$ cat src/verilog/cps_bus_pkg.sv
// CPS main bus definitions
`default_nettype none

package cps_bus_pkg;

    // word address, byte address bits 23:1
    typedef union packed {
        struct packed {
            logic [5:0]  region;
            logic [1:0]  bank;
            logic [14:0] offset;
        } region_view;
        // upper covers byte address 23:9
        struct packed {
            logic [14:0] upper;
            logic [5:0]  io_sel;
            logic [1:0]  io_idx;
        } io_view;
    } cpu_addr_t;

    typedef enum logic [2:0] {
        reg_none,
        reg_rom,
        reg_ram,
        reg_vram,
        reg_io,
        reg_iack
    } region_t;

    // cycles from start to done
    localparam logic [2:0] SLOW_WAIT = 3'd3;
    localparam logic [2:0] FAST_WAIT = 3'd2;

    // io_sel codes, byte address 8:3
    localparam logic [5:0] IO_JOY    = 6'd0;
    localparam logic [5:0] IO_SYS    = 6'd3;
    localparam logic [5:0] IO_OLATCH = 6'd6;
    localparam logic [5:0] IO_SND0   = 6'd48;
    localparam logic [5:0] IO_SND1   = 6'd49;

    localparam logic [15:0] OPEN_BUS = 16'hffff;

endpackage

`default_nettype wire

$ cat src/verilog/cps_bus_ifs.sv
// CPS main bus interfaces
`timescale 1ns/1ps
`default_nettype none

// one access from the request port to the sequencer
interface cpu_bus_if;
    import cps_bus_pkg::*;

    logic        start;
    logic        we;
    logic [1:0]  be;
    logic        iack;
    cpu_addr_t   addr;
    logic [15:0] wdata;
    logic [15:0] rdata;
    logic        done;

    modport port (
        output start, we, be, iack, addr, wdata,
        input  rdata, done
    );

    modport seq (
        input  start, we, be, iack, addr, wdata,
        output rdata, done
    );
endinterface

// memory region request, sel held until done
interface mem_req_if;
    import cps_bus_pkg::*;

    region_t     sel;
    cpu_addr_t   addr;
    logic        we;
    logic [1:0]  be;
    logic [15:0] wdata;
    logic [15:0] rdata;
    logic        done;

    modport seq (
        output sel, addr, we, be, wdata,
        input  rdata, done
    );

    modport mem (
        input  sel, addr, we, be, wdata,
        output rdata, done
    );
endinterface

// cabinet register access, rdata one cycle after strobe
interface io_req_if;
    import cps_bus_pkg::*;

    logic        strobe;
    logic        we;
    logic [1:0]  be;
    logic        iack;
    cpu_addr_t   addr;
    logic [15:0] wdata;
    logic [15:0] rdata;

    modport seq (
        output strobe, we, be, iack, addr, wdata,
        input  rdata
    );

    modport io (
        input  strobe, we, be, iack, addr, wdata,
        output rdata
    );
endinterface

`default_nettype wire

$ cat src/verilog/bus_request_port.sv
// Bus request port
`timescale 1ns/1ps
`default_nettype none

module bus_request_port (
    input  logic                   clk,
    input  logic                   rst,
    input  logic                   req,
    input  logic                   we,
    input  logic [1:0]             be,
    input  logic                   iack,
    input  cps_bus_pkg::cpu_addr_t addr,
    input  logic [15:0]            wdata,
    output logic                   ack,
    output logic [15:0]            rdata,
    cpu_bus_if.port                bus
);

    // idle when neither busy nor ack is set
    logic busy;
    logic idle;

    assign idle = !busy && !ack;

    always_ff @(posedge clk or posedge rst) begin
        if (rst) begin
            busy      <= 1'b0;
            ack       <= 1'b0;
            bus.start <= 1'b0;
        end else begin
            bus.start <= 1'b0;
            if (idle) begin
                if (req) begin
                    busy      <= 1'b1;
                    bus.start <= 1'b1;
                end
            end else if (busy) begin
                if (bus.done) begin
                    busy <= 1'b0;
                    ack  <= 1'b1;
                end
            end else if (!req) begin
                // master released the request
                ack <= 1'b0;
            end
        end
    end

    // request fields frozen for the whole access
    always_ff @(posedge clk) begin
        if (idle && req) begin
            bus.we    <= we;
            bus.be    <= be;
            bus.iack  <= iack;
            bus.addr  <= addr;
            bus.wdata <= wdata;
        end
        if (busy && bus.done) begin
            rdata <= bus.rdata;
        end
    end

    ack_needs_req: assert property (@(posedge clk) disable iff (rst)
        $rose(ack) |-> req);

endmodule

`default_nettype wire

$ cat src/verilog/access_sequencer.sv
// Access sequencer
`timescale 1ns/1ps
`default_nettype none

module access_sequencer (
    input  logic    clk,
    input  logic    rst,
    cpu_bus_if.seq  cpu,
    mem_req_if.seq  mem,
    io_req_if.seq   io
);
    import cps_bus_pkg::*;

    logic [5:0] hi;
    region_t    region;
    region_t    region_q;
    logic       slow;
    logic       slow_q;
    logic       active;
    logic [2:0] cnt;
    logic [2:0] min_wait;
    logic       mem_seen;
    logic       to_mem;
    logic       finish;

    assign hi   = cpu.addr.region_view.region;
    // slow when A23 set or A22 clear
    assign slow = hi[5] | ~hi[4];

    always_comb begin
        if (cpu.iack) begin
            region = reg_iack;
        end else if (hi[5:4] == 2'b00) begin
            region = reg_rom;
        end else if (&hi) begin
            region = reg_ram;
        end else if (hi == 6'b100100 && cpu.addr.region_view.bank != 2'b11) begin
            region = reg_vram;
        end else if (hi[5:2] == 4'b1000) begin
            region = reg_io;
        end else begin
            region = reg_none;
        end
    end

    assign to_mem   = region_q == reg_rom || region_q == reg_ram || region_q == reg_vram;
    assign min_wait = slow_q ? SLOW_WAIT : 3'd1;

    // cnt holds cycles elapsed since start
    always_comb begin
        if (to_mem) begin
            finish = (mem.done || mem_seen) && cnt >= min_wait - 3'd1;
        end else begin
            finish = cnt == FAST_WAIT - 3'd1;
        end
    end

    always_ff @(posedge clk or posedge rst) begin
        if (rst) begin
            active    <= 1'b0;
            cnt       <= 3'd0;
            slow_q    <= 1'b0;
            mem_seen  <= 1'b0;
            region_q  <= reg_none;
            mem.sel   <= reg_none;
            io.strobe <= 1'b0;
            cpu.done  <= 1'b0;
        end else begin
            cpu.done  <= 1'b0;
            io.strobe <= 1'b0;
            if (cpu.start) begin
                active    <= 1'b1;
                cnt       <= 3'd1;
                slow_q    <= slow;
                mem_seen  <= 1'b0;
                region_q  <= region;
                io.strobe <= region == reg_io || region == reg_iack;
                if (region == reg_rom || region == reg_ram || region == reg_vram) begin
                    mem.sel <= region;
                end
            end else if (active) begin
                if (cnt != 3'd7) begin
                    cnt <= cnt + 3'd1;
                end
                if (mem.done) begin
                    mem_seen <= 1'b1;
                    mem.sel  <= reg_none;
                end
                if (finish) begin
                    active   <= 1'b0;
                    cpu.done <= 1'b1;
                end
            end
        end
    end

    // fields are stable for the whole access
    assign mem.addr  = cpu.addr;
    assign mem.we    = cpu.we;
    assign mem.be    = cpu.be;
    assign mem.wdata = cpu.wdata;
    assign io.addr   = cpu.addr;
    assign io.we     = cpu.we;
    assign io.be     = cpu.be;
    assign io.iack   = cpu.iack;
    assign io.wdata  = cpu.wdata;

    always_comb begin
        case (region_q)
            reg_rom, reg_ram, reg_vram: cpu.rdata = mem.rdata;
            reg_io:                     cpu.rdata = io.rdata;
            default:                    cpu.rdata = OPEN_BUS;
        endcase
    end

    mem_done_in_access: assert property (@(posedge clk) disable iff (rst)
        mem.done |-> active);

    start_when_idle: assert property (@(posedge clk) disable iff (rst)
        cpu.start |-> !active);

endmodule

`default_nettype wire

$ cat src/verilog/io_control.sv
// Cabinet I/O and interrupt control
`timescale 1ns/1ps
`default_nettype none

module io_control (
    input  logic       clk,
    input  logic       rst,
    io_req_if.io       io,
    input  logic       lvbl,
    input  logic [7:0] joystick1,
    input  logic [7:0] joystick2,
    input  logic [1:0] start_button,
    input  logic [1:0] coin_input,
    input  logic       service,
    input  logic       tilt,
    input  logic       dip_test,
    input  logic [7:0] dipsw_a,
    input  logic [7:0] dipsw_b,
    input  logic [7:0] dipsw_c,
    output logic [7:0] snd0_latch,
    output logic [7:0] snd1_latch,
    output logic       ppu_rstn,
    output logic       ppu_cs,
    output logic       irq_vblank
);
    import cps_bus_pkg::*;

    logic [5:0]  sel;
    logic [1:0]  idx;
    logic        wr;
    logic        olatch_wr;
    logic        snd0_wr;
    logic        snd1_wr;
    logic        ppu_wr;
    logic        iack_clr;
    logic        lvbl_q;
    logic [15:0] rd;

    assign sel = io.addr.io_view.io_sel;
    assign idx = io.addr.io_view.io_idx;

    assign wr        = io.strobe && io.we && !io.iack;
    assign olatch_wr = wr && sel == IO_OLATCH && io.be[1];
    assign snd0_wr   = wr && sel == IO_SND0 && io.be[0];
    assign snd1_wr   = wr && sel == IO_SND1 && io.be[0];
    assign ppu_wr    = wr && sel[5:3] == 3'b100;
    assign iack_clr  = io.strobe && io.iack;

    always_comb begin
        case (sel)
            IO_JOY: rd = {joystick2, joystick1};
            IO_SYS: begin
                case (idx)
                    2'd0:    rd = {tilt, dip_test, start_button, 1'b1, service,
                                   coin_input, 8'hff};
                    2'd1:    rd = {dipsw_a, 8'hff};
                    2'd2:    rd = {dipsw_b, 8'hff};
                    default: rd = {dipsw_c, 8'hff};
                endcase
            end
            default: rd = OPEN_BUS;
        endcase
    end

    always_ff @(posedge clk) begin
        if (io.strobe && !io.we && !io.iack) begin
            io.rdata <= rd;
        end
    end

    always_ff @(posedge clk or posedge rst) begin
        if (rst) begin
            snd0_latch <= 8'd0;
            snd1_latch <= 8'd0;
            ppu_rstn   <= 1'b0;
            ppu_cs     <= 1'b0;
            irq_vblank <= 1'b0;
            lvbl_q     <= 1'b0;
        end else begin
            lvbl_q <= lvbl;
            ppu_cs <= ppu_wr;
            if (olatch_wr) begin
                ppu_rstn <= ~io.wdata[15];
            end
            if (snd0_wr) begin
                snd0_latch <= io.wdata[7:0];
            end
            if (snd1_wr) begin
                snd1_latch <= io.wdata[7:0];
            end
            // acknowledge beats a coincident vblank edge
            if (iack_clr) begin
                irq_vblank <= 1'b0;
            end else if (lvbl_q && !lvbl) begin
                irq_vblank <= 1'b1;
            end
        end
    end

    // one strobe per access keeps ppu_cs to a single pulse
    strobe_one_cycle: assert property (@(posedge clk) disable iff (rst)
        io.strobe |=> !io.strobe);

endmodule

`default_nettype wire

$ cat src/verilog/memory_port.sv
// Memory port
`timescale 1ns/1ps
`default_nettype none

module memory_port (
    input  logic        clk,
    input  logic        rst,
    mem_req_if.mem      mem,
    input  logic [15:0] rom_data,
    input  logic        rom_ok,
    input  logic [15:0] ram_data,
    input  logic        ram_ok,
    output logic        rom_cs,
    output logic [19:1] rom_addr,
    output logic        ram_cs,
    output logic        vram_cs,
    output logic [17:1] ram_addr,
    output logic        ram_we,
    output logic [1:0]  ram_be,
    output logic [15:0] ram_wdata
);
    import cps_bus_pkg::*;

    logic busy;
    logic rom_hit;
    logic ram_hit;

    assign busy    = rom_cs | ram_cs | vram_cs;
    assign rom_hit = rom_cs && rom_ok;
    assign ram_hit = (ram_cs || vram_cs) && ram_ok;

    assign rom_addr  = mem.addr[18:0];
    assign ram_addr  = mem.addr[16:0];
    assign ram_we    = mem.we && (ram_cs || vram_cs);
    assign ram_be    = mem.be;
    assign ram_wdata = mem.wdata;

    // selects are registered so they stay clean while sel settles
    always_ff @(posedge clk or posedge rst) begin
        if (rst) begin
            rom_cs   <= 1'b0;
            ram_cs   <= 1'b0;
            vram_cs  <= 1'b0;
            mem.done <= 1'b0;
        end else begin
            mem.done <= 1'b0;
            if (busy) begin
                if (rom_hit || ram_hit) begin
                    rom_cs   <= 1'b0;
                    ram_cs   <= 1'b0;
                    vram_cs  <= 1'b0;
                    mem.done <= 1'b1;
                end
            end else if (mem.sel != reg_none && !mem.done) begin
                case (mem.sel)
                    reg_rom: begin
                        // ROM writes complete without touching the chip
                        if (mem.we) begin
                            mem.done <= 1'b1;
                        end else begin
                            rom_cs <= 1'b1;
                        end
                    end
                    reg_ram:  ram_cs  <= 1'b1;
                    reg_vram: vram_cs <= 1'b1;
                    default:  mem.done <= 1'b1;
                endcase
            end
        end
    end

    always_ff @(posedge clk) begin
        if (rom_hit) begin
            mem.rdata <= rom_data;
        end else if (ram_hit) begin
            mem.rdata <= ram_data;
        end
    end

    // one select at a time and it matches the region being served
    cs_matches_sel: assert property (@(posedge clk) disable iff (rst)
        busy |-> {rom_cs, ram_cs, vram_cs} ==
                 {mem.sel == reg_rom, mem.sel == reg_ram, mem.sel == reg_vram});

    sel_held_to_done: assert property (@(posedge clk) disable iff (rst)
        mem.sel != reg_none && !mem.done |=> $stable(mem.sel));

endmodule

`default_nettype wire

$ cat src/verilog/cps_main_bus.sv
// CPS main bus top level
`timescale 1ns/1ps
`default_nettype none

module cps_main_bus (
    input  logic        clk,
    input  logic        rst,
    // external master
    input  logic        req,
    input  logic        we,
    input  logic [1:0]  be,
    input  logic        iack,
    input  logic [23:1] addr,
    input  logic [15:0] wdata,
    output logic        ack,
    output logic [15:0] rdata,
    // ROM
    output logic        rom_cs,
    output logic [19:1] rom_addr,
    input  logic [15:0] rom_data,
    input  logic        rom_ok,
    // work RAM and VRAM
    output logic        ram_cs,
    output logic        vram_cs,
    output logic [17:1] ram_addr,
    output logic        ram_we,
    output logic [1:0]  ram_be,
    output logic [15:0] ram_wdata,
    input  logic [15:0] ram_data,
    input  logic        ram_ok,
    // cabinet
    input  logic        lvbl,
    input  logic [7:0]  joystick1,
    input  logic [7:0]  joystick2,
    input  logic [1:0]  start_button,
    input  logic [1:0]  coin_input,
    input  logic        service,
    input  logic        tilt,
    input  logic        dip_test,
    input  logic [7:0]  dipsw_a,
    input  logic [7:0]  dipsw_b,
    input  logic [7:0]  dipsw_c,
    output logic [7:0]  snd0_latch,
    output logic [7:0]  snd1_latch,
    output logic        ppu_rstn,
    output logic        ppu_cs,
    output logic        irq_vblank
);

    cpu_bus_if i_cpu_bus ();
    mem_req_if i_mem_req ();
    io_req_if  i_io_req ();

    bus_request_port i_bus_request_port (
        .clk   (clk),
        .rst   (rst),
        .req   (req),
        .we    (we),
        .be    (be),
        .iack  (iack),
        .addr  (addr),
        .wdata (wdata),
        .ack   (ack),
        .rdata (rdata),
        .bus   (i_cpu_bus)
    );

    access_sequencer i_access_sequencer (
        .clk (clk),
        .rst (rst),
        .cpu (i_cpu_bus),
        .mem (i_mem_req),
        .io  (i_io_req)
    );

    io_control i_io_control (
        .clk          (clk),
        .rst          (rst),
        .io           (i_io_req),
        .lvbl         (lvbl),
        .joystick1    (joystick1),
        .joystick2    (joystick2),
        .start_button (start_button),
        .coin_input   (coin_input),
        .service      (service),
        .tilt         (tilt),
        .dip_test     (dip_test),
        .dipsw_a      (dipsw_a),
        .dipsw_b      (dipsw_b),
        .dipsw_c      (dipsw_c),
        .snd0_latch   (snd0_latch),
        .snd1_latch   (snd1_latch),
        .ppu_rstn     (ppu_rstn),
        .ppu_cs       (ppu_cs),
        .irq_vblank   (irq_vblank)
    );

    memory_port i_memory_port (
        .clk       (clk),
        .rst       (rst),
        .mem       (i_mem_req),
        .rom_data  (rom_data),
        .rom_ok    (rom_ok),
        .ram_data  (ram_data),
        .ram_ok    (ram_ok),
        .rom_cs    (rom_cs),
        .rom_addr  (rom_addr),
        .ram_cs    (ram_cs),
        .vram_cs   (vram_cs),
        .ram_addr  (ram_addr),
        .ram_we    (ram_we),
        .ram_be    (ram_be),
        .ram_wdata (ram_wdata)
    );

endmodule

`default_nettype wire

$ cat config.mk
export PLATFORM = sky130hd
export DESIGN_NAME = cps_main_bus
export DESIGN_NICKNAME = d
export VERILOG_FILES = /design/src/verilog/cps_bus_pkg.sv /design/src/verilog/cps_bus_ifs.sv /design/src/verilog/bus_request_port.sv /design/src/verilog/access_sequencer.sv /design/src/verilog/io_control.sv /design/src/verilog/memory_port.sv /design/src/verilog/cps_main_bus.sv
export SDC_FILE = /design/constraint.sdc
export NUM_CORES = 1
export LEC_CHECK = 0
export BUFFER_PORTS_ARGS = -buffer_cell sky130_fd_sc_hd__buf_4
export CORE_MARGIN = 5
export CORE_UTILIZATION = 49
export CTS_BUF_LIST = sky130_fd_sc_hd__clkbuf_8 sky130_fd_sc_hd__clkbuf_16
export CTS_CLUSTER_SIZE = 14
export DETAILED_ROUTE_END_ITERATION = 10
export PLACE_DENSITY = 0.83
export SYNTH_ARGS = -nofsm -noshare
export SYNTH_HDL_FRONTEND = slang
export SYNTH_SLANG_ARGS = --single-unit
$ cat constraint.sdc
create_clock -name clk -period 4.7 [get_ports clk]
set_clock_uncertainty 0.15 [all_clocks]
set_input_delay 0.705 -clock clk [delete_from_list [all_inputs] [get_ports clk]]
set_output_delay 0.705 -clock clk [all_outputs]
set_load 0.02 [all_outputs]
==> run_results.csv <==
group,metric,value,unit
global_routing,antenna_found_initial,0,
die,rows,39,
synthesis,syn_nets,501,
layout,seq_area,3760,um2
die,fp.dieW,117,um
synthesis,ys_ff_latch,132,
place,port_buffers,221,
power,pwr-share-clk,0.352,
clocking,hold_buffers,0,
power,powerDensity,507,nW/um2
clocking,clock_latency,0.42,ns
timing,finalMaxSlewViolations,0,
synthesis,yosys-top-cells-area,"edfxtp_1 49%, dfrtp_1 18%, buf_4 4.9%, mux2_2 4.8%, mux4_2 2.8%",
routing,drt_first_pass_iters,4,
power,power_frac_comb,0.227,
synthesis,synth_common_cells,"91 x edfxtp_1, 41 x dfrtp_1, 37 x buf_4, 24 x mux2_2, 19 x nor2_1",
clocking,postCtsSetupBuffers,0,
layout,multi_input_area,1520,um2
synthesis,synth_cells,369,
power,p_leak,0.00335,uW
worst_setup_path,endpoint_kind,"register",
place,dp_hpwl,10.8,mm
place,dpl_cell_area,7190,um2
routing,vias,3846,
routing,ant_nets,0,
die,start_util,0.497,
clocking,clkTransAtPathRegs,0.06,ns
synthesis,async_flop_share,0.311,
synthesis,avgSynthCellArea,15.2,um2
synthesis,syn_area,5620,um2
timing,slew_headroom,0.412,
min_path,min_path_type,"in2reg",
global_routing,grt_pass1_wl,21.5,mm
worst_setup_path,cpPeakStageDelay,0.70,ns
clocking,clock_sinks,132,
clocking,clock_path_buffers,2,
timing,setup_violations,0,
synthesis,yosysTopAreaCellShare,0.486,
layout,layout-drive-gt1-share,0.521,
routing,drc_errors,0,
routing,drt-initial-drc-count,172,
timing,worst_pin_slew,0.878,ns
global_routing,grt_use_total,0.216,
routing,drt-total-wl,14.5,mm
layout,final_net_count,701,
global_routing,grt_pass1_vias,4080,
power,p_int,2820,uW
synthesis,yosysSeqAreaShare,0.669,
clocking,htreeDepth,4,
worst_setup_path,start_kind,"register",
power,vdd_drop_max,0.360,mV
timing,fin_crit,2.48,ns
layout,area_delta_synth_final,39.0,%
clocking,numCtsBuffers,17,
global_routing,grt_max_degree,46,
synthesis,yosys.area.top_type,"edfxtp_1",
global_routing,grt-ovfl-total,0,
timing,hold_viol_final,0,
place,gp_congestion,0.803,
layout,fin_area,7810,um2
worst_setup_path,critPathArrivalTime,2.60,ns
power,sw_frac_of_total,0.289,
die,die-area,13700,um2
clocking,cts_tree,"done",
power,power_frac_seq,0.421,
timing,timing.final.crit_share,0.528,
worst_setup_path,path_max_fanout,20,
worst_setup_path,path_cells,"nand2_1 -> nand2_1 -> o21ai_0 -> o21ai_0",
die,num_io_pins,222,
layout,final_cells,725,
power,switchingPower,1150,uW
routing,wire_per_inst,20.0,um
flow_run,maxCapViolCount,0,
layout,fin_util,0.690,
outcome,status,"finished clean",
timing,hold_slack,0.250,ns
routing,routed_via_density,5.30,
clocking,cts_resized,0,
place,place_inst,693,
synthesis,synth_ff_type,"edfxtp_1",
worst_setup_path,crit_slowest_cell,"nand2_1",
synthesis,synth_edf_count,91,
die,die_y,117,um
layout,fillers,751,
synthesis,ys.warnings.count,0,
clocking,cts_root_buffer,"clkbuf_16",
timing,fmax,0.403,GHz
synthesis,synth_cell_types,46,
synthesis,synth_most_common_cell,"edfxtp_1",
worst_setup_path,critical_path_class,"reg2reg",
timing,rsz0062_at_grt,"false",
layout,n_antenna_cell,0,
die,core,11300,um2
worst_setup_path,worst_ep_required_time,4.82,ns
timing,setup_tns,0,ns
==> layout make-up <==
cell class | count | share of cell area
timing repair buffer | 225 | 0.216
sequential | 132 | 0.481
clock buffer | 17 | 0.0544
clock inverter | 15 | 0.0259
multi-input combinational | 182 | 0.194
inverter | 11 | 0.00528
tap | 143 | 0.0229
==> cell families (layout without fill, tap and decap cells) <==
group | Yosys count | in the layout | share of synthesized area
XOR/XNOR | 1 | 1 | 0.00156
AND/OR/NAND/NOR | 91 | 91 | 0.0973
flip-flops | 132 | 132 | 0.669
buffers and inverters | 55 | 268 | 0.0632
adder cells (fa/ha/maj) | 4 | 4 | 0.00890
multiplexers | 41 | 41 | 0.101
AO/OA/AOI/OAI | 45 | 45 | 0.0594
==> power groups by stage <==
stage,Sequential (uW),Combinational [uW],Clock (uW)
finish,1670,899,1400
global route,1700,967,1480
CTS,1670,914,1420
detailed placement,1690,905,0
global placement,1670,871,0
floorplan,1720,527,0
==> metal layers <==
| layer | GRT usage | share of wire | vias up |
|---|---|---|---|
| met4 | 0.0849 | 0.018 | 0 |
| met2 | 0.367 | 0.52 | 198 |
| met5 | 0 | 0 | - |
| li1 | - | - | 1738 |
| met3 | 0.0869 | 0.096 | 27 |
| met1 | 0.245 | 0.37 | 1883 |
==> through the flow <==
stage	worst slack (ns)	power, uW
finish	2.22	3960
global route	1.97	4140
CTS	2.21	4000
detailed placement	1.84	2590
global placement	2.02	2540
floorplan	0.0918	2250
==> flip-flops by register name (all words and copies together), names as in the netlist, 2 cells and up <==
name	count
i_bus_request_port.bus.wdata	16
i_memory_port.mem.rdata	16
i_bus_request_port.bus.be	2
i_bus_request_port.rdata	16
i_io_control.io.rdata	16
i_io_control.snd1_latch	8
i_bus_request_port.bus.addr	23
i_access_sequencer.cnt	3
i_access_sequencer.region_q	3
i_io_control.snd0_latch	8
i_access_sequencer.mem.sel	3
==> path summary, 6_finish.rpt <==
| path | slack (ns) | depth (start not counted) | startpoint | to |
|---|---|---|---|---|
| worst min-delay path | 0.25 | 1 | lvbl | i_io_control.lvbl_q |
| worst max-delay path | 2.22 | 4 | i_memory_port.rom_cs | i_memory_port.ram_cs |
| worst min register to register | 0.33 | 1 | i_bus_request_port.bus.wdata[15] | i_io_control.ppu_rstn |
| max in group asynchronous | 3.77 | 3 | rst | i_bus_request_port.ack |
| min in group asynchronous | 0.26 | 3 | rst | i_io_control.snd1_latch[3] |
| worst max register to register | 2.22 | 4 | i_memory_port.rom_cs | i_memory_port.ram_cs |
==> cell usage in the layout (no fill, tap or decap), drive strengths merged, types with 3 or more instances in the layout <==
| cell type | n |
|---|---|
| nor4b | 3 |
| a21oi | 7 |
| inv | 16 |
| nand2 | 14 |
| nand2b | 18 |
| nor2b | 3 |
| nor3 | 6 |
| dfrtp | 41 |
| mux2 | 32 |
| clkinv | 3 |
| ha | 4 |
| bufinv | 4 |
| o21ai | 8 |
| mux4 | 7 |
| nand3 | 9 |
| nor3b | 7 |
| o22a | 16 |
| clkinvlp | 3 |
| nor2 | 19 |
| a31oi | 4 |
| edfxtp | 91 |
| buf | 225 |
| clkbuf | 17 |
==> worst max-delay path, delay by kind of cell (launching register included) <==
family,cells,cell delay [ns]
and+or+nand+nor,2,1.30
AOI/OAI and AO/OA,2,0.45
DFF,1,0.43
Power figures use the tool's default switching activity.
